File: config.mk
export PLATFORM = sky130hd
export DESIGN_NAME = exu
export DESIGN_NICKNAME = d
export VERILOG_FILES = /design/src/hdl/exu_pkg.sv /design/src/hdl/exu.sv /design/src/hdl/exu_alu.sv /design/src/hdl/exu_bru.sv /design/src/hdl/exu_dispatch.sv
export SDC_FILE = /design/constraint.sdc
export NUM_CORES = 1
export LEC_CHECK = 0
export BUFFER_PORTS_ARGS = -buffer_cell sky130_fd_sc_hd__buf_2
export CAP_MARGIN = 20
export CORE_MARGIN = 10
export CORE_UTILIZATION = 39
export CTS_BUF_LIST = sky130_fd_sc_hd__clkbuf_16
export DETAILED_ROUTE_END_ITERATION = 16
export PLACE_DENSITY = 0.71
export SLEW_MARGIN = 0
export SYNTH_ARGS = -nofsm -noshare
export SYNTH_HDL_FRONTEND = slang
export SYNTH_HIERARCHICAL = 1
export SYNTH_SLANG_ARGS = --single-unit
File: constraint.sdc
create_clock -name clk -period 7.3 [get_ports clk]
set_input_delay 1.46 -clock clk [delete_from_list [all_inputs] [get_ports clk]]
set_output_delay 1.46 -clock clk [all_outputs]
set_load 0.1 [all_outputs]
File: src/hdl/exu_pkg.sv
/*
 * shared widths, operation enums, decode word union
 * and the pipeline structs of the execute stage
 */
package exu_pkg;

    parameter int XLEN        = 32;
    parameter int REG_ADDR_W  = 5;
    parameter int INST_ID_W   = 2;
    parameter int COMMIT_ID_W = 4;

    // integer alu operations
    typedef enum logic [3:0] {
        ALU_ADD,
        ALU_SUB,
        ALU_SLL,
        ALU_SLT,
        ALU_SLTU,
        ALU_XOR,
        ALU_SRL,
        ALU_SRA,
        ALU_OR,
        ALU_AND
    } alu_op_e;

    // branch and jump kinds, top bit always zero
    typedef enum logic [3:0] {
        BJP_BEQ,
        BJP_BNE,
        BJP_BLT,
        BJP_BLTU,
        BJP_BGE,
        BJP_BGEU,
        BJP_JAL,
        BJP_JALR
    } bjp_op_e;

    typedef enum logic [1:0] {
        GRP_NONE,
        GRP_ALU,
        GRP_BJP
    } dec_grp_e;

    // same op field, meaning picked by the group
    typedef union packed {
        alu_op_e alu;
        bjp_op_e bjp;
    } dec_op_u;

    typedef struct packed {
        logic     spare;
        dec_grp_e grp;
        logic     use_imm;
        dec_op_u  op;
    } dec_info_t;

    typedef struct packed {
        logic                  valid;
        dec_info_t             dec;
        logic [XLEN-1:0]       imm;
        logic [XLEN-1:0]       pc;
        logic [XLEN-1:0]       rs1_data;
        logic [XLEN-1:0]       rs2_data;
        logic [REG_ADDR_W-1:0] rd;
        logic [INST_ID_W-1:0]  inst_id;
    } issue_t;

    typedef struct packed {
        logic                   valid;
        alu_op_e                op;
        logic [XLEN-1:0]        op1;
        logic [XLEN-1:0]        op2;
        logic [REG_ADDR_W-1:0]  rd;
        logic [COMMIT_ID_W-1:0] commit_id;
    } alu_req_t;

    // op1/op2 feed the compare, base/offset the target adder
    typedef struct packed {
        logic            valid;
        bjp_op_e         op;
        logic [XLEN-1:0] op1;
        logic [XLEN-1:0] op2;
        logic [XLEN-1:0] base;
        logic [XLEN-1:0] offset;
    } bjp_req_t;

    typedef struct packed {
        logic                   we;
        logic [REG_ADDR_W-1:0]  waddr;
        logic [XLEN-1:0]        wdata;
        logic [COMMIT_ID_W-1:0] commit_id;
    } wb_t;

endpackage

File: src/hdl/exu.sv
/*
 * execute stage top, dispatch feeding alu and branch unit
 */
`timescale 1ns/1ps

module exu #(
    parameter bit STATIC_PREDICT = 1'b1
) (
    input  logic                     clk,
    input  logic                     rst_i,
    input  exu_pkg::issue_t          issue_i,
    input  logic [exu_pkg::XLEN-1:0] old_pc_i,
    input  logic                     wb_ready_i,
    output exu_pkg::wb_t             wb_o,
    output logic                     stall_o,
    output logic                     jump_flag_o,
    output logic [exu_pkg::XLEN-1:0] jump_addr_o,
    output logic                     mispredict_o
);

    exu_pkg::alu_req_t alu_req;
    exu_pkg::bjp_req_t bjp_req;

    exu_dispatch u_exu_dispatch (
        .issue_i  (issue_i),
        .alu_req_o(alu_req),
        .bjp_req_o(bjp_req)
    );

    // writeback register stall is the stage stall
    exu_alu u_alu (
        .clk       (clk),
        .rst_i     (rst_i),
        .req_i     (alu_req),
        .wb_ready_i(wb_ready_i),
        .stall_o   (stall_o),
        .wb_o      (wb_o)
    );

    exu_bru #(
        .STATIC_PREDICT(STATIC_PREDICT)
    ) u_bru (
        .req_i       (bjp_req),
        .old_pc_i    (old_pc_i),
        .stall_i     (stall_o),
        .jump_flag_o (jump_flag_o),
        .jump_addr_o (jump_addr_o),
        .mispredict_o(mispredict_o)
    );

endmodule

File: src/hdl/exu_alu.sv
/*
 * integer alu with one-entry writeback register
 * and back-pressure stall
 */
`timescale 1ns/1ps

module exu_alu (
    input  logic              clk,
    input  logic              rst_i,
    input  exu_pkg::alu_req_t req_i,
    input  logic              wb_ready_i,
    output logic              stall_o,
    output exu_pkg::wb_t      wb_o
);

    logic [exu_pkg::XLEN-1:0]        result;
    logic [4:0]                      shamt;
    logic                            load;
    logic                            we_q;
    logic [exu_pkg::REG_ADDR_W-1:0]  waddr_q;
    logic [exu_pkg::XLEN-1:0]        wdata_q;
    logic [exu_pkg::COMMIT_ID_W-1:0] commit_id_q;

    assign shamt = req_i.op2[4:0];

    always_comb begin
        case (req_i.op)
            exu_pkg::ALU_ADD:  result = req_i.op1 + req_i.op2;
            exu_pkg::ALU_SUB:  result = req_i.op1 - req_i.op2;
            exu_pkg::ALU_SLL:  result = req_i.op1 << shamt;
            exu_pkg::ALU_SLT:  result = {31'd0, $signed(req_i.op1) < $signed(req_i.op2)};
            exu_pkg::ALU_SLTU: result = {31'd0, req_i.op1 < req_i.op2};
            exu_pkg::ALU_XOR:  result = req_i.op1 ^ req_i.op2;
            exu_pkg::ALU_SRL:  result = req_i.op1 >> shamt;
            exu_pkg::ALU_SRA:  result = $unsigned($signed(req_i.op1) >>> shamt);
            exu_pkg::ALU_OR:   result = req_i.op1 | req_i.op2;
            exu_pkg::ALU_AND:  result = req_i.op1 & req_i.op2;
            default:           result = '0;
        endcase
    end

    // take a new result when empty or when the current one drains
    assign load    = req_i.valid && (!we_q || wb_ready_i);
    assign stall_o = req_i.valid && we_q && !wb_ready_i;

    always_ff @(posedge clk) begin
        if (rst_i) begin
            we_q <= 1'b0;
        end else if (load) begin
            we_q <= 1'b1;
        end else if (wb_ready_i) begin
            we_q <= 1'b0;
        end
    end

    always_ff @(posedge clk) begin
        if (load) begin
            waddr_q     <= req_i.rd;
            wdata_q     <= result;
            commit_id_q <= req_i.commit_id;
        end
    end

    always_comb begin
        wb_o.we        = we_q;
        wb_o.waddr     = waddr_q;
        wb_o.wdata     = wdata_q;
        wb_o.commit_id = commit_id_q;
    end

    // held entry must not change until writeback takes it
    a_wb_hold: assert property (@(posedge clk) disable iff (rst_i)
        (wb_o.we && !wb_ready_i) |=> $stable(wb_o))
        else $error("writeback entry changed while held");

    // a refused request leaves the held entry in place
    a_no_stall_empty: assert property (@(posedge clk) disable iff (rst_i)
        stall_o |=> wb_o.we)
        else $error("writeback register emptied while a request was stalled");

    a_we_known: assert property (@(posedge clk) !rst_i |-> !$isunknown(wb_o.we))
        else $error("writeback we unknown after reset");

endmodule

File: src/hdl/exu_bru.sv
/*
 * branch compare, target adder, static prediction
 * and redirect decision
 */
`timescale 1ns/1ps

module exu_bru #(
    parameter bit STATIC_PREDICT = 1'b1
) (
    input  exu_pkg::bjp_req_t         req_i,
    input  logic [exu_pkg::XLEN-1:0]  old_pc_i,
    input  logic                      stall_i,
    output logic                      jump_flag_o,
    output logic [exu_pkg::XLEN-1:0]  jump_addr_o,
    output logic                      mispredict_o
);

    logic                     is_jal;
    logic                     is_jalr;
    logic                     is_branch;
    logic                     cmp_res;
    logic                     actual_taken;
    logic                     predicted;
    logic [exu_pkg::XLEN-1:0] target;

    assign is_jal    = req_i.valid && (req_i.op == exu_pkg::BJP_JAL);
    assign is_jalr   = req_i.valid && (req_i.op == exu_pkg::BJP_JALR);
    assign is_branch = req_i.valid && !req_i.op[3]
                       && (req_i.op != exu_pkg::BJP_JAL) && (req_i.op != exu_pkg::BJP_JALR);

    always_comb begin
        case (req_i.op)
            exu_pkg::BJP_BEQ:  cmp_res = (req_i.op1 == req_i.op2);
            exu_pkg::BJP_BNE:  cmp_res = (req_i.op1 != req_i.op2);
            exu_pkg::BJP_BLT:  cmp_res = ($signed(req_i.op1) < $signed(req_i.op2));
            exu_pkg::BJP_BLTU: cmp_res = (req_i.op1 < req_i.op2);
            exu_pkg::BJP_BGE:  cmp_res = ($signed(req_i.op1) >= $signed(req_i.op2));
            exu_pkg::BJP_BGEU: cmp_res = (req_i.op1 >= req_i.op2);
            default:           cmp_res = 1'b0;
        endcase
    end

    assign actual_taken = is_jal || is_jalr || (is_branch && cmp_res);

    // backward branches and jal predicted taken by fetch
    if (STATIC_PREDICT) begin : g_predict
        assign predicted = is_jal || (is_branch && req_i.offset[exu_pkg::XLEN-1]);
    end else begin : g_no_predict
        assign predicted = 1'b0;
    end

    assign mispredict_o = predicted && !actual_taken;

    // jalr target has bit 0 cleared
    always_comb begin
        target = req_i.base + req_i.offset;
        if (is_jalr) begin
            target[0] = 1'b0;
        end
    end

    assign jump_flag_o = !stall_i && ((actual_taken && !predicted) || mispredict_o);
    assign jump_addr_o = mispredict_o ? old_pc_i + exu_pkg::XLEN'(4) : target;

    // only a conditional branch can be predicted wrong
    always_comb begin
        a_mispredict_branch: assert final (!mispredict_o || (req_i.valid && (req_i.op inside {
            exu_pkg::BJP_BEQ, exu_pkg::BJP_BNE, exu_pkg::BJP_BLT,
            exu_pkg::BJP_BLTU, exu_pkg::BJP_BGE, exu_pkg::BJP_BGEU})))
            else $error("mispredict on a non-branch request");
    end

endmodule

File: src/hdl/exu_dispatch.sv
/*
 * issue word decode, forms alu and branch requests
 */
`timescale 1ns/1ps

module exu_dispatch (
    input  exu_pkg::issue_t   issue_i,
    output exu_pkg::alu_req_t alu_req_o,
    output exu_pkg::bjp_req_t bjp_req_o
);

    logic [exu_pkg::COMMIT_ID_W-1:0] commit_id;
    logic                            is_jump;
    logic                            is_jalr;

    // instruction id zero-extended into the commit id
    assign commit_id = {{(exu_pkg::COMMIT_ID_W - exu_pkg::INST_ID_W){1'b0}}, issue_i.inst_id};

    assign is_jalr = (issue_i.dec.op.bjp == exu_pkg::BJP_JALR);
    assign is_jump = (issue_i.dec.op.bjp == exu_pkg::BJP_JAL) || is_jalr;

    always_comb begin
        alu_req_o = '0;
        bjp_req_o = '0;
        if (issue_i.valid) begin
            case (issue_i.dec.grp)
                exu_pkg::GRP_ALU: begin
                    alu_req_o.valid     = 1'b1;
                    alu_req_o.op        = issue_i.dec.op.alu;
                    alu_req_o.op1       = issue_i.rs1_data;
                    alu_req_o.op2       = issue_i.dec.use_imm ? issue_i.imm
                                                              : issue_i.rs2_data;
                    alu_req_o.rd        = issue_i.rd;
                    alu_req_o.commit_id = commit_id;
                end
                exu_pkg::GRP_BJP: begin
                    bjp_req_o.valid  = 1'b1;
                    bjp_req_o.op     = issue_i.dec.op.bjp;
                    bjp_req_o.op1    = issue_i.rs1_data;
                    bjp_req_o.op2    = issue_i.rs2_data;
                    // jalr is register relative, the rest pc relative
                    bjp_req_o.base   = is_jalr ? issue_i.rs1_data : issue_i.pc;
                    bjp_req_o.offset = issue_i.imm;
                    // link value pc + 4 goes through the alu
                    if (is_jump) begin
                        alu_req_o.valid     = 1'b1;
                        alu_req_o.op        = exu_pkg::ALU_ADD;
                        alu_req_o.op1       = issue_i.pc;
                        alu_req_o.op2       = exu_pkg::XLEN'(4);
                        alu_req_o.rd        = issue_i.rd;
                        alu_req_o.commit_id = commit_id;
                    end
                end
                default: begin
                    // group none, nothing dispatched
                end
            endcase
        end
    end

endmodule

# Word-level counts from Yosys, hierarchy flattened
# Cells that the tools add are included.
# op_classes
addsub,4
multipliers,0
n_div,0
n_lt_le_gt_ge,6
n_eq_ne,24
shifts,3
muxes,13
bitwise,3
n_reduce_logical,28
# op_table
operator,count
case mux 32 bit (10 select lines),1
2-to-1 mux 133 bit,2
2-to-1 mux 78 bit,2
case mux 78 bit (2 select lines),1
< comparator 32 bit,4
2-to-1 mux 32 bit,3
adder 32 bit,2
greater-or-equal comparator 32 bit,2
equality test 4 x 3 -> 1 bit (second input constant),10
adder 32 x 3 -> 32 bit (second input constant),1
AND 32 bit,1
equality test 32 bit,1
!= test 32 bit,1
OR 32 bit,1
<< shifter 32 x 5 -> 32 bit,1
>> shifter 32 x 5 -> 32 bit,1
>>> shifter 32 x 5 -> 32 bit,1
subtractor 32 bit,1
bitwise XOR 32 bit,1
equality test 4 x 2 -> 1 bit (second input constant),4
logical AND 1 bit,13
equality test 4 x 1 -> 1 bit (second input constant),2
equality test 4 bit (second input constant),2
logical NOT 4 bit,2
other kinds (8),21
# word_totals
regBits,42
latchBits,0
ramBits,0
romBits,0
input_bits,179
output_inout_bits,77
wordCells,85
mem_count,0

# Longest topological paths before layout
# Gate-level depths: netlist of run 1.
# logic_depth
depth_word,14
ltp_mapped,23
depth_no_buf,19

# By module
# The synthesis of run 1 kept the hierarchy.
# by_module_without_submodules
module,n_inst,cells_per_inst,area_each_um2,seq_area_each_um2
exu_alu,1,1262,9653.0,1251.2
exu_bru,1,486,3310.7,0.0
exu_dispatch,1,381,2808.9,0.0

# Worst setup path before layout of run 1
# OpenSTA, ideal clock, no wires.
# synth_timing
kind,in2out
startpoint,input issue_i[140] (netlist bit)
endpoint,output jump_addr_o[29] (netlist bit)
arrival_ns,8.008
required_ns,5.840
path_slack_ns,-2.168
stages,20
n_path_buf,4
cell_sequence,inv_1 ha_1 buf_4 buf_2 clkbuf_1 and3_1 inv_1 ha_1 a21o_1 nand3_1 a21oi_1 a2111oi_0 o21ai_0 a21oi_1 mux2_2 a21oi_1 o21bai_1 ha_1 clkbuf_8 o311ai_0
# synth_rtl
item,line_no,text
"start, declared",exu.sv:11,"input exu_pkg::issue_t issue_i,"
"end, declared",exu.sv:17,"output logic [exu_pkg::XLEN-1:0] jump_addr_o,"

==> flow_metrics.env, run 1 <==
export IMPL_fin_crit_sh_pct=96.60
export IMPL_area_delta_synth_final_pct=17.27
export IMPL_cp_max_fo=11
export IMPL_die_area_um2=48890
export IMPL_fillers=4069
export IMPL_clock_path_buffers=2
export IMPL_final_common_cell="nor2_1"
export IMPL_status="finished clean"
export IMPL_setup_slack_ns=0.2481
export IMPL_clkLatencyLatePin_ns=0.31
export IMPL_grt_first_pass_wirelength_mm=107.4
export IMPL_setup_tns_ns=0
export IMPL_synth_ff_type="edfxtp_1"
export IMPL_p_leak_nw=8.281
export IMPL_avgSynthCellArea_um2=7.408
export IMPL_crit_type="in2out"
export IMPL_timing_final_hold_violations=0
export IMPL_period_needed_ns=7.052
export IMPL_postCtsHoldBufs=0
export IMPL_dr_pass1_iters=5
export IMPL_power_total_w=0.001410
export IMPL_gp_congestion=1.023
export IMPL_end_kind="output pin"
export IMPL_maxSlewHeadroom_pct=25.06
export IMPL_switching_share_pct=45.41
export IMPL_combPwrFrac_pct=59.1
export IMPL_finClkSkew_ns=0.01233
export IMPL_dpl_hpwl_mm=58.07
export IMPL_rows=73
export IMPL_synth_seq_cells=42
export IMPL_via_per_inst=6.321
export IMPL_wl_mm=71.35
export IMPL_tightest_slew_ns=1.124
export IMPL_grt_overflow_total=0
export IMPL_cts_inserted_buffers=5
export IMPL_yosys_warnings=6
export IMPL_final_max_slew_viol_count=0
export IMPL_cellPowerDensity_nw_per_um2=76.21
export IMPL_drive_gt1_share_pct=21.88
export IMPL_grt_pass1_vias=17220
export IMPL_numClockSinks=42
export IMPL_pwr_share_clk_pct=21.6
export IMPL_synth_edf_count=41
export IMPL_drt_iter0_markers=1913
export IMPL_vias=17980
export IMPL_start_util_pct=39.61
export IMPL_cp_start_kind="input port"
export IMPL_cp_arrival_ns=5.59
export IMPL_synth_seq_area_share_pct=7.933
export IMPL_dp_slack_ns=-0.01905
export IMPL_final_nets=2654
export IMPL_intPower_w=0.0007695
export IMPL_clk_pin_slew_ns=0.07
export IMPL_synth_cell_types=101
export IMPL_ant_nets=0
export IMPL_instances_no_fill=2845
export IMPL_rsz0062_at_grt="false"
export IMPL_hold_path_class="reg2reg"
export IMPL_io_pins=256
export IMPL_die_w_um=221.1
export IMPL_cts_root_buf="clkbuf_16"
export IMPL_htree_levels=2
export IMPL_p_sw_w=0.0006402
export IMPL_hold_ws_ns=0.7317
export IMPL_grt_max_degree=67
export IMPL_final_cell_mix="232 x nor2_1, 219 x buf_2, 162 x ha_1"
export IMPL_cap_viol_max_count=0
export IMPL_portBuffers=254
export IMPL_fmax_mhz=141.8
export IMPL_seq_power_share_pct=19.2
export IMPL_avgRoutedWirePerCell_um=25.08
export IMPL_synthArstFlopShare_pct=0
export IMPL_dp_cells=2822
export IMPL_peakVddDrop_mv=0.06698
export IMPL_gr_usage_all_layers_pct=27.50
export IMPL_setup_viol=0
export IMPL_drc=0
export IMPL_cts_tree="built"
export IMPL_netlist_instances=2129
export IMPL_crit_required_ns=5.84
export IMPL_die_h_um=221.1
export IMPL_coreArea_um2=39820
export IMPL_synth_area_um2=15770
export IMPL_grt_antenna_before_repair=16
path summary, 6_finish.rpt:
path                                   start                end  slack, ns  cells after the start
worst min register to register    u_alu/we_q         u_alu/we_q       0.73                      3
worst max register to register    u_alu/we_q  u_alu/wdata_q[24]       5.69                      3
worst max-delay path            issue_i[140]    jump_addr_o[10]       0.25                     22
worst min-delay path              u_alu/we_q         u_alu/we_q       0.73                      3
stage by stage:
stage / util, % / area (um2)
floorplan: - / 15900
detailed placement: 45.73 / 18210
CTS: 46.25 / 18420
finish: 46.45 / 18500
global route: 46.40 / 18480
global placement: 45.73 / 18210
critical path, cell delays in order:
cell	delay, ns
buf_2	0.10
inv_1	0.08
ha_4	0.23
clkbuf_4	0.23
and3_1	0.16
inv_1	0.04
ha_1	0.29
nand4_1	0.15
a21oi_1	0.08
a2111oi_1	0.36
buf_4	0.18
o21ai_0	0.15
a21oi_2	0.24
mux2_2	0.36
a21oi_1	0.19
o21bai_2	0.13
ha_4	0.22
inv_1	0.09
buf_4	0.23
o311ai_0	0.23
o21ai_2	0.17
buf_12	0.21
synth_stat cells (11+ instances only):
| library cell | number | area (um2) |
|---|---|---|
| nor2_1 | 236 | 885.9 |
| ha_1 | 165 | 2064 |
| buf_2 | 26 | 130.1 |
| a21oi_1 | 149 | 745.7 |
| nand2_1 | 146 | 548.0 |
| a32o_1 | 27 | 270.3 |
| and2b_1 | 18 | 135.1 |
| nand4_1 | 22 | 137.6 |
| nand3_1 | 49 | 245.2 |
| o21ai_0 | 116 | 580.6 |
| mux4_2 | 58 | 1306 |
| and3_1 | 156 | 975.9 |
| a31oi_1 | 27 | 168.9 |
| o31ai_1 | 11 | 82.58 |
| o2bb2ai_1 | 14 | 122.6 |
| nand2b_1 | 19 | 118.9 |
| o21bai_1 | 11 | 82.58 |
| or3_1 | 25 | 156.4 |
| inv_1 | 137 | 514.2 |
| edfxtp_1 | 41 | 1231 |
| nand4b_1 | 13 | 113.9 |
| xor2_1 | 26 | 227.7 |
| mux2i_1 | 74 | 740.7 |
| nor2b_1 | 21 | 131.4 |
| clkbuf_1 | 96 | 360.4 |
| o21ai_1 | 17 | 85.08 |
| xnor2_1 | 46 | 402.9 |
| mux2_2 | 32 | 360.4 |
| o211ai_1 | 25 | 187.7 |
| a211oi_1 | 20 | 150.1 |
| buf_6 | 17 | 191.4 |
| a221oi_1 | 16 | 140.1 |
| o221ai_1 | 22 | 192.7 |
| and2_1 | 12 | 75.07 |
| nor3_1 | 32 | 160.2 |
| a21o_1 | 25 | 187.7 |
logic make-up after synthesis:
group / synth area share [%]
other: 0.02378
adders and majority gates: 13.47
muxes: 15.55
and+or+nand+nor: 25.50
AOI/OAI and AO/OA: 24.94
DFF: 7.933
xor gates and xnor gates: 3.998
buffers and inverters: 8.583
area by class of cell:
type                    count  area [um2]  share of cell area (%)
well taps                 525       656.9                   3.551
flip-flops and latches     42        1251                   6.765
repair buffers            334        2426                   13.12
multi-input cells        1782       13410                   72.48
clock inverters             3       68.82                  0.3720
inverters                 142       533.0                   2.882
diodes                     12       30.03                  0.1623
clock buffers               5       125.1                  0.6765
power by group through the flow:
| stage | registers [W] | logic, W | clock network [W] |
|---|---|---|---|
| CTS | 0.000271 | 0.000810 | 0.000314 |
| finish | 0.000271 | 0.000833 | 0.000305 |
| floorplan | 0.000296 | 0.000494 | 0 |
| global route | 0.000271 | 0.000882 | 0.000323 |
| global placement | 0.000276 | 0.000801 | 0 |
| detailed placement | 0.000277 | 0.000806 | 0 |
timing repair:
action                     CTS  global route
setup endpoints to repair    6            32
setup buffers                1             2
resized for setup            2             8
pin swaps                    1             2
cloned                       0             0
state kept, by name (all words and copies together), names as in the netlist:
signal             count
u_alu/commit_id_q      4
u_alu/waddr_q          5
u_alu/wdata_q         32
u_alu/we_q             1
routing by layer:
metal	track usage, %	up-vias	share of wire, %
li1	-	8267	-
met1	35.00	8573	40
met2	43.62	992	45
met3	7.712	140	11
met4	9.511	12	3.5
met5	0	-	0.11
Power figures use the tool's default switching activity.
==> inputs of run 2 (changes only) <==
- CELL_PAD_IN_SITES_DETAIL_PLACEMENT: default -> 0
- CELL_PAD_IN_SITES_GLOBAL_PLACEMENT: default -> 1
- PLACE_DENSITY: 0.71 -> 0.88
==> run 2 against run 1 <==
Critical path type unchanged. Clock skew increased by 0.0046 ns. Wire length increased by 0.92%. Clock power decreased by 12%. Global-route usage increased by 0.13 points. Core utilization decreased by 0.057 points. Non-clock buffer count increased by 5. Sequential share of layout area about the same. Critical path depth increased by 3.
==> flow_metrics.env, run 2 (synthesis results as in run 1) <==
export IMPL_dr_pass1_iters=6
export IMPL_r2r_setup_slack_ns=5.59
export IMPL_hold_path_class="reg2reg"
export IMPL_io_pins=256
export IMPL_cp_max_fo=16
export IMPL_grt_max_degree=78
export IMPL_die_h_um=221.1
export IMPL_min_path_cells=3
export IMPL_grt_first_pass_wirelength_mm=107.4
export IMPL_cts_inserted_buffers=5
export IMPL_switching_share_pct=46.64
export IMPL_tightest_slew_ns=1.256
export IMPL_rows=73
export IMPL_cp_arrival_ns=5.62
export IMPL_intPower_w=0.0007297
export IMPL_fin_crit_sh_pct=96.96
export IMPL_setup_viol=0
export IMPL_p_sw_w=0.0006379
export IMPL_cp_startpoint="issue_i[140]"
export IMPL_drive_gt1_share_pct=21.75
export IMPL_cp_buffers_inverters=9
export IMPL_vias=17990
export IMPL_regMostFlops="u_alu/wdata_q"
export IMPL_period_needed_ns=7.078
export IMPL_seq_power_share_pct=19.8
export IMPL_holdPathEnd="u_alu/we_q"
export IMPL_coreArea_um2=39820
export IMPL_crit_required_ns=5.84
export IMPL_cellPowerDensity_nw_per_um2=74.03
export IMPL_timing_final_hold_violations=0
export IMPL_peakVddDrop_mv=0.07646
export IMPL_max_stage_delay_ns=0.40
export IMPL_cp_start_kind="input port"
export IMPL_ant_nets=0
export IMPL_portBuffers=254
export IMPL_cts_tree="built"
export IMPL_p_leak_nw=8.301
export IMPL_die_w_um=221.1
export IMPL_postCtsHoldBufs=0
export IMPL_hold_ws_ns=0.6563
export IMPL_maxSlewHeadroom_pct=15.60
export IMPL_grt_overflow_total=0
export IMPL_end_kind="output pin"
export IMPL_cap_viol_max_count=0
export IMPL_grt_antenna_before_repair=26
export IMPL_cp_slowest_cell="a2111oi_1"
export IMPL_drc=0
export IMPL_die_area_um2=48890
export IMPL_r2r_end="u_alu/wdata_q[22]"
export IMPL_power_total_w=0.001368
export IMPL_largest_reg_flops=32
export IMPL_finClkSkew_ns=0.01695
export IMPL_setup_tns_ns=0
export IMPL_r2r_cells=3
export IMPL_final_util_pct=46.39
export IMPL_status="finished clean"
export IMPL_cp_top_family="compound AO/OA/AOI/OAI gates"
export IMPL_clkLatencyLatePin_ns=0.31
export IMPL_final_common_cell="nor2_1"
export IMPL_cp_common_cell="buf_4"
export IMPL_gr_usage_all_layers_pct=27.62
export IMPL_final_cell_mix="232 x nor2_1, 219 x buf_2, 163 x ha_1"
export IMPL_cts_root_buf="clkbuf_16"
export IMPL_gp_congestion=1.000
export IMPL_fmax_mhz=141.3
export IMPL_pwr_share_clk_pct=19.6
export IMPL_r2r_start="u_alu/we_q"
export IMPL_clock_path_buffers=2
export IMPL_avgRoutedWirePerCell_um=25.25
export IMPL_start_util_pct=39.61
export IMPL_crit_type="in2out"
export IMPL_rsz0062_at_grt="false"
export IMPL_largestRegisters="u_alu/wdata_q (32), u_alu/waddr_q (5), u_alu/commit_id_q (4)"
export IMPL_area_delta_synth_final_pct=17.13
export IMPL_clk_pin_slew_ns=0.07
export IMPL_drt_iter0_markers=2213
export IMPL_via_per_inst=6.308
export IMPL_combPwrFrac_pct=60.6
export IMPL_final_nets=2659
export IMPL_dpl_hpwl_mm=58.34
export IMPL_grt_pass1_vias=17260
export IMPL_final_max_slew_viol_count=0
export IMPL_wl_mm=72.01
export IMPL_htree_levels=2
export IMPL_numClockSinks=42
export IMPL_worstHoldStart="u_alu/we_q"
-- run 2: cell types whose count changed in the layout (fill, tap and decap cells not counted), sizes merged --
| cell | previous run | this run |
|---|---|---|
| clkinvlp | 0 | 1 |
| buf | 332 | 339 |
| clkinv | 3 | 2 |
| diode | 12 | 14 |
| bufinv | 2 | 1 |
| inv | 140 | 141 |
| clkbuf | 7 | 5 |
-- run 2: cell type report --
type / instances / area (um2)
clock buffers: 5 / 125.1
fillers: 4130 / 21350
inverters: 142 / 533.0
flip-flops and latches: 42 / 1251
repair buffers: 339 / 2464
clock inverters: 3 / 41.29
multi-input cells: 1782 / 13370
diodes: 14 / 35.03
well taps: 525 / 656.9
-- run 2: worst max-delay path by stage --
stage	depth (start not counted)	to	slack [ns]
2_1_floorplan	21	jump_addr_o[11]	-0.32
3_3_place_gp	23	jump_addr_o[26]	0.08
3_5_place_dp	23	jump_addr_o[26]	0.006
4_1_cts	22	jump_addr_o[26]	0.03
5_1_grt	26	jump_addr_o[26]	0.01
6_report	25	jump_addr_o[31]	0.22
-- run 2: worst min-delay path: stages (launching register included) --
cell	delay [ns]
dfxtp_1	0.31
nor2b_1	0.17
nor2_1	0.10
nor2_1	0.04
-- run 2: what timing repair did --
item / 4_1_cts / 5_1_grt
setup buffers: 1 / 2
setup endpoints to repair: 2 / 30
gates resized for setup: 0 / 8
pin swaps: 1 / 0
-- run 2: per-stage QoR --
| stage | std cells | worst slack [ns] | cell area (um2) |
|---|---|---|---|
| 3_5_place_dp | 2825 | 0.006469 | 18210 |
| 2_1_floorplan | 2130 | -0.3211 | 15900 |
| 5_1_grt | 2844 | 0.01472 | 18450 |
| 4_1_cts | 2834 | 0.02696 | 18380 |
| 3_3_place_gp | 2825 | 0.07714 | 18210 |
| 6_report | 2852 | 0.2221 | 18470 |
-- run 2: power by group through the flow --
| stage | Sequential (W) | Combinational, W | Clock (W) |
|---|---|---|---|
| floorplan | 0.000296 | 0.000494 | 0 |
| global placement | 0.000277 | 0.000800 | 0 |
| detailed placement | 0.000277 | 0.000804 | 0 |
| CTS | 0.000271 | 0.000808 | 0.000276 |
| global route | 0.000272 | 0.000877 | 0.000283 |
| finish | 0.000271 | 0.000829 | 0.000267 |
-- run 2: layer usage --
metal,up-vias,routed length (um),track usage (%)
li1,8281,-,-
met1,8516,29270,35.50
met2,1016,32110,43.95
met3,147,8251,7.962
met4,30,2176,7.970
met5,-,199,0
